--- src/source/bank_pkg.sv ---
`default_nettype none

package bank_pkg;

  // --------------------------------------
  // Geometry
  // --------------------------------------
  localparam int NUM_SETS   = 16;
  localparam int NUM_WAYS   = 4;
  localparam int NUM_CH     = 4;
  localparam int WBUF_DEPTH = 16;
  localparam int DATA_W     = 128;
  localparam int TAG_W      = 23;

  // --------------------------------------
  // Vector types
  // --------------------------------------
  typedef logic [$clog2(NUM_CH)-1:0]   ch_id_t;
  typedef logic [31:4]                 line_addr_t;
  typedef logic [TAG_W-1:0]            tag_t;
  typedef logic [$clog2(NUM_SETS)-1:0] set_idx_t;
  typedef logic [$clog2(NUM_WAYS)-1:0] way_idx_t;
  // Set in the upper bits, then way, then the half select in bit 0
  typedef logic [6:0]                  set_way_off_t;
  typedef logic [7:0]                  wbuf_id_t;
  typedef logic [2:0]                  rob_num_t;
  typedef logic [DATA_W-1:0]           data_t;

  typedef enum logic [1:0] {
    OP_READ  = 2'd0,
    OP_WRITE = 2'd1
  } bank_op_e;

  // --------------------------------------
  // Link payloads
  // --------------------------------------
  typedef struct packed {
    ch_id_t     ch_id;
    bank_op_e   op;
    line_addr_t addr;
    wbuf_id_t   wbuf_id;
  } bank_req_t;

  typedef struct packed {
    ch_id_t       ch_id;
    bank_op_e     op;
    set_way_off_t set_way_off;
    wbuf_id_t     wbuf_id;
    logic         hit;
  } htu_isu_t;

  typedef struct packed {
    ch_id_t       ch_id;
    bank_op_e     op;
    set_way_off_t set_way_off;
    wbuf_id_t     wbuf_id;
    logic         hit;
    rob_num_t     rob_num;
  } isu_sc_t;

  typedef struct packed {
    ch_id_t   ch_id;
    rob_num_t rob_num;
    data_t    data;
  } bank_rsp_t;

  typedef struct packed {
    wbuf_id_t wbuf_id;
    data_t    data;
  } wbuf_fill_t;

endpackage

`default_nettype wire

--- src/source/bank_isu.sv ---
`timescale 1ns/100ps
`default_nettype none

module bank_isu import bank_pkg::*; (
  input  logic     clk_i,
  input  logic     rst_i,
  input  logic     htu_valid_i,
  output logic     htu_ready_o,
  input  htu_isu_t htu_i,
  output logic     sc_valid_o,
  input  logic     sc_ready_i,
  output isu_sc_t  sc_o
);

  // Two entries keep two requests in flight towards the controller
  isu_sc_t    fifo_q [2];
  logic       wr_ptr_q;
  logic       rd_ptr_q;
  logic [1:0] count_q;
  rob_num_t   rob_cnt_q [NUM_CH];
  isu_sc_t    new_entry;
  logic       push;
  logic       pop;

  assign htu_ready_o = (count_q != 2'd2);
  assign sc_valid_o  = (count_q != 2'd0);
  assign sc_o        = fifo_q[rd_ptr_q];

  assign push = htu_valid_i && htu_ready_o;
  assign pop  = sc_valid_o && sc_ready_i;

  // Stamp the item with the current order number of its channel
  always_comb begin
    new_entry.ch_id       = htu_i.ch_id;
    new_entry.op          = htu_i.op;
    new_entry.set_way_off = htu_i.set_way_off;
    new_entry.wbuf_id     = htu_i.wbuf_id;
    new_entry.hit         = htu_i.hit;
    new_entry.rob_num     = rob_cnt_q[htu_i.ch_id];
  end

  // --------------------------------------
  // Queue control and order counters
  // --------------------------------------
  always_ff @(posedge clk_i or posedge rst_i) begin
    if (rst_i) begin
      wr_ptr_q <= 1'b0;
      rd_ptr_q <= 1'b0;
      count_q  <= 2'd0;
      for (int c = 0; c < NUM_CH; c++) begin
        rob_cnt_q[c] <= '0;
      end
    end else begin
      if (push) begin
        wr_ptr_q                 <= !wr_ptr_q;
        rob_cnt_q[htu_i.ch_id]   <= rob_cnt_q[htu_i.ch_id] + rob_num_t'(1);
      end
      if (pop) begin
        rd_ptr_q <= !rd_ptr_q;
      end
      count_q <= count_q + {1'b0, push} - {1'b0, pop};
    end
  end

  always_ff @(posedge clk_i) begin
    if (push) begin
      fifo_q[wr_ptr_q] <= new_entry;
    end
  end

endmodule

`default_nettype wire

--- config.mk ---
export PLATFORM = sky130hd
export DESIGN_NAME = bank_isu
export DESIGN_NICKNAME = d
export VERILOG_FILES = /design/src/source/bank_pkg.sv /design/src/source/bank_isu.sv
export SDC_FILE = /design/constraint.sdc
export NUM_CORES = 1
export LEC_CHECK = 0
export ABC_AREA = 1
export BUFFER_PORTS_ARGS = -buffer_cell sky130_fd_sc_hd__buf_2
export CAP_MARGIN = 20
export CORE_AREA = 3 3 74 110
export DETAILED_ROUTE_END_ITERATION = 7
export DIE_AREA = 0 0 77 113
export HOLD_SLACK_MARGIN = 0.15
export PLACE_DENSITY = 0.61
export SLEW_MARGIN = 20
export SYNTH_ARGS = -nofsm -noshare
export SYNTH_HDL_FRONTEND = slang
export SYNTH_SLANG_ARGS = --single-unit
export TNS_END_PERCENT = 1
--- constraint.sdc ---
create_clock -name clk_i -period 3 [get_ports clk_i]
set_input_delay 0.15 -clock clk_i [delete_from_list [all_inputs] [get_ports clk_i]]
set_output_delay 0.15 -clock clk_i [all_outputs]
set_load 0.01 [all_outputs]
==> results.toml, run 1 <==
[synthesis]
async_flop_share = 0.2581
synth_edf_count = 46
synth_cells = 228
syn_nets = 255
yosys-top-cells-area = "edfxtp_1 (55%), dfrtp_1 (16%), nand2_1 (16%)"
yosysTopAreaCellShare = 0.5498
yosysTopAreaCell = "edfxtp_1"
synth_area_sq_mm = 0.002512
synth_most_common_cell = "nand2_1"
ys_seq_area_frac = 0.7092
synth_seq_cells = 62
synth_ff_type = "edfxtp_1"
yosys_warnings = 0
synthDistinctLibCells = 20
synthTopCellsByCount = "nand2_1 (106), edfxtp_1 (46), inv_1 (18), dfrtp_1 (16)"
avgSynthCellArea_sq_um = 11.02

[timing]
slew_headroom = 0.4928
rsz0062_at_grt = "no"
skew_ns = 0.009344
tightest_slew_ns = 0.7600
hold_violations = 0
slew_violations = 0
tns_ns = 0
fin_crit_sh = 0.6650
period_minus_slack_ns = 1.995
hold_slack_ns = 0.2484
finalSetupViolations = 0
fmax_ghz = 0.5013

[floorplanning]
die_height_microns = 113
rows = 38
die_width_microns = 77
coreArea_sq_mm = 0.007274
fp.dieArea_sq_mm = 0.008701
start_util = 0.3454
ioPinCount = 49

[routing]
dr.pass1.iters = 4
drcViolationCount = 0
wl_microns = 4900
vias = 1766
first_iter_violations = 115
wl_per_cell_microns = 11.86
vias_per_cell = 4.276
postRouteAntennaNets = 0

[power]
power_density_mw_per_mm2 = 891.4
p_leak_uw = 0.001521
vdd_ir_drop_max_mv = 0.3630

[critical_path]
crit_slowest_cell = "inv_1"
crit_top_cell = "nand2_1"
slowest_delay_ns = 0.59
crit_path_start = "rd_ptr_q"
crit_family = "buffers and inverters"
worstPathBufferInverterCount = 3
critical_path.startpoint_type = "flop"
crit_required_ns = 2.85
worstPathArrival_ns = 1.84
cp_max_fo = 24
endpoint_kind = "output pin"
path_cells = "buf_4 > inv_1 > nand2_1 > nand2_1 > buf_2"
worst-path-stages = 5
reg2reg_depth = 9
critPathKind = "flop to output pin"
r2r_start = "rob_cnt_q[7]"

[cts]
clock-sinks = 62
cts_tree = "yes"
htree_levels = 3
numCtsBuffers = 9
cts-root-buf = "clkbuf_8"
insertion_delay_ns = 0.33
clk_pin_slew_ns = 0.07
clockBufferDepth = 2

[grt]
grt_max_degree = 25
grt_use_total = 0.1236
antenna_found_initial = 0
grt_pass1_vias = 1814
grt_pass1_wl_microns = 8197
gr-total-overflow = 0

[placement]
place_hpwl_microns = 3336
placed_area_sq_mm = 0.002888
io_buffers = 48
dp.cells = 375
gp_congestion = 0.8612

[layout]
fin_nets = 335
antenna_cells = 0
final_cells = 413
post-route-util = 0.4508
drive_above_1_share = 0.2364
regArea_sq_mm = 0.001782
fill_cells = 675
multi_input_area_sq_um = 643.1
area.growth.synth_to_final_pct = 30.53
final_area_sq_mm = 0.003279

[worst_hold_path]
hp-start = "htu_valid_i"
hold_path.class = "input pin to flop"
holdPathStages = 4

[outcome]
status = "finished, final reports clean"

[run]
cap_violations = 0
[final cells by class]
cell class              count  share of cell area
flip-flops and latches     62              0.5433
multi-input cells         142              0.1961
repair buffers             73              0.1473
clock buffers              15             0.05074
well taps                 100             0.03815
inverters                  20             0.02289
clock inverters             1            0.001526
[metal layers]
metal / track usage / wire [microns]
met5: 0 / 0
met4: 0.06413 / 111
met3: 0.03185 / 235
met2: 0.2270 / 2679
met1: 0.1283 / 1873
[power by group]
part           switching [uW]  internal (uW)  leakage (uW)
logic                     628            363      0.000808
registers                94.3           1210      0.000625
clock network             281            345     0.0000877
total                    1000           1920       0.00152
[per-stage QoR]
| stage | total power, uW | worst slack, ns |
|---|---|---|
| 2_1_floorplan | 1940 | 0.9268 |
| 3_3_place_gp | 2297 | 1.312 |
| 3_5_place_dp | 2317 | 1.311 |
| 4_1_cts | 2977 | 0.9405 |
| 5_1_grt | 3141 | 0.8146 |
| 6_report | 2923 | 1.005 |
[layout by cell type (no fill, tap or decap), drive strengths merged]
cell	synthesis	final
nand2	109	109
buf	2	51
edfxtp	46	46
dlygate4sd3	0	22
inv	20	20
dfrtp	16	16
clkbuf	2	15
nor2	10	10
nand3	9	9
o21ai	3	3
ha	3	3
xnor2	2	2
a21oi	2	2
a22oi	1	1
or2	1	1
o221ai	1	1
xor2	1	1
clkinv	0	1
[registers in the layout, indices dropped and copies added (netlist names)]
signal	flops
rd_ptr_q	1
count_q	2
fifo_q	46
rob_cnt_q	12
wr_ptr_q	1
[path summary, 6_finish.rpt]
path	to	slack, ns
min reg2reg	rob_cnt_q[8]	0.48
max reg2reg	rob_cnt_q[11]	1.41
min	wr_ptr_q	0.25
min in group asynchronous	rob_cnt_q[9]	0.44
max	sc_o[22]	1.01
max in group asynchronous	rob_cnt_q[4]	2.15
[worst min-delay path: cells and delay by family]
family | cells | cell delay (ns)
buf+inv | 1 | 0.08
simple gates | 3 | 0.30
[cell families after synthesis]
kind of cell | synth area share
AND/OR/NAND/NOR | 0.2022
flip-flops | 0.7092
buffers and inverters | 0.03685
AO/OA/AOI/OAI | 0.02639
XOR/XNOR | 0.01046
adder cells (fa/ha/maj) | 0.01494
[repair_timing]
action | CTS | global route
gates resized for setup | 0 | 0
buffers inserted | 0 | 0
hold endpoints to repair | 57 | 0
hold buffers | 22 | 0
(Power assumes the default switching activity.)
==> run 2, diff against run 1 <==
- clock period: 3 -> 2 ns (I/O delays scaled with it)
==> run 2 against run 1 <==
Final area increased by 0.27%. Final cell count rose by 0.48%. Flip-flop and latch count is the same. Combinational power rose by 57%. Worst hold slack improved by 0.014 ns. Register-to-register slack lost 0.99 ns. Global-route usage is 0.70 points higher. Non-clock buffer count grew 2. Sequential power rose by 50%.
==> results.toml, run 2 (same netlist as run 1, synthesis figures left out) <==
[outcome]
status = "finished, final reports clean"

[placement]
place_hpwl_microns = 3471
io_buffers = 48
gp_congestion = 0.8265

[floorplanning]
ioPinCount = 49
start_util = 0.3454
die_height_microns = 113
coreArea_sq_mm = 0.007274
fp.dieArea_sq_mm = 0.008701
die_width_microns = 77
rows = 38

[layout]
final_cell_mix = "nand2_1 (106), buf_2 (48), edfxtp_1 (46)"
drive_above_1_share = 0.2381
antenna_cells = 0
largest_registers = "fifo_q (46), rob_cnt_q (12), count_q (2)"
final_common_cell = "nand2_1"
fin_nets = 337
largest_reg_flops = 46
area.growth.synth_to_final_pct = 30.88
post-route-util = 0.4520
top_register = "fifo_q"

[worst_hold_path]
hold_path.class = "input pin to flop"
holdPathStages = 5
hp-start = "htu_valid_i"
holdPathEnd = "wr_ptr_q"

[timing]
fmax_ghz = 0.5703
slew_violations = 0
fin_crit_sh = 0.8767
period_minus_slack_ns = 1.753
skew_ns = 0.01037
slew_headroom = 0.5754
tightest_slew_ns = 0.6362
tns_ns = 0
finalSetupViolations = 0
hold_violations = 0
hold_slack_ns = 0.2626
rsz0062_at_grt = "no"

[cts]
clock-sinks = 62
post-cts-setup-buffer-count = 0
clockBufferDepth = 2
htree_levels = 3
cts_resized = 0
insertion_delay_ns = 0.34
cts_tree = "yes"
cts-root-buf = "clkbuf_8"
clk_pin_slew_ns = 0.07
numCtsBuffers = 9

[critical_path]
reg2reg_depth = 9
path_cells = "dlygate4sd3_1 > buf_2 > inv_1 > nand2_1 > inv_1 > a22oi_4 > nand2_1 > ha_1 > inv_1 > nand3_1 > nand3_1 > nand2_1"
cp_max_fo = 7
rrSetupSlack_ns = 0.42
worstPathArrival_ns = 1.98
rr_endpoint = "rob_cnt_q[11]"
endpoint_kind = "flop"
critical_path.startpoint_type = "input pin"
slowest_delay_ns = 0.52
crit_required_ns = 2.23
r2r_start = "rob_cnt_q[7]"
crit_family = "buffers and inverters"
critPathKind = "input pin to flop"
crit_slowest_cell = "dlygate4sd3_1"
worstPathBufferInverterCount = 5

[routing]
vias_per_cell = 4.265
vias = 1770
dr.pass1.iters = 4
postRouteAntennaNets = 0
wl_microns = 5083
drcViolationCount = 0
first_iter_violations = 79
wl_per_cell_microns = 12.25

[grt]
grt_pass1_vias = 1847
antenna_found_initial = 0
grt_max_degree = 24
gr-total-overflow = 0
grt_use_total = 0.1306
grt_pass1_wl_microns = 8618

[power]
vdd_ir_drop_max_mv = 0.4930
p_leak_uw = 0.001527
power_density_mw_per_mm2 = 1335

[run]
cap_violations = 0
## run 2: what timing repair did
| item | CTS | global route |
|---|---|---|
| setup endpoints to repair | 0 | 0 |
| hold buffers | 22 | 0 |
| endpoints found under the hold margin | 57 | 0 |
## run 2: worst min-delay path, cell delays in order
cell and delay, ns:
buf_2 0.08, nand2_2 0.13, inv_1 0.12, nor2_1 0.04, nor2_1 0.08
## run 2: power by group
group | internal [uW] | switching (uW) | leakage, uW
clock network | 447 | 428 | 0.0000784
logic | 592 | 965 | 0.000823
registers | 1820 | 142 | 0.000625
total | 2860 | 1530 | 0.00153
## run 2: area by class of cell
class	instances	area, sq um
clock inverter	2	10.01
multi-input combinational	142	643.1
fill	713	3986
timing repair buffer	75	510.5
tap	100	125.1
inverter	20	75.07
clock buffer	14	142.6
sequential	62	1782
## run 2: layer usage
layer | GRT usage | share of wire | vias up
li1 | - | - | 902
met1 | 0.1330 | 0.39 | 826
met2 | 0.2386 | 0.56 | 32
met3 | 0.03981 | 0.032 | 10
met4 | 0.06651 | 0.023 | 0
met5 | 0 | 0 | -
## run 2: worst max-delay path by stage
stage	start	to	slack, ns	cells past startpoint
3_5_place_dp	rob_cnt_q[7]	rob_cnt_q[11]	0.41	9
6_report	htu_i[19]	rob_cnt_q[11]	0.25	12
4_1_cts	htu_i[19]	rob_cnt_q[11]	0.26	12
3_3_place_gp	count_q[1]	count_q[1]	0.44	7
2_1_floorplan	count_q[1]	fifo_q[0][0]	-0.05	3
5_1_grt	htu_i[19]	rob_cnt_q[11]	0.05	12
## run 2: stage by stage
step                      total power [uW]  std cells  setup slack, ns  instance area [sq um]
final                                 4390        415           0.2467                   3288
after detailed placement              3553        377           0.4096                   2915
after global placement                3518        377           0.4416                   2915
after floorplan                       2912        228         -0.04989                   2515
after global routing                  4742        415          0.04778                   3288
after CTS                             4480        415           0.2617                   3288
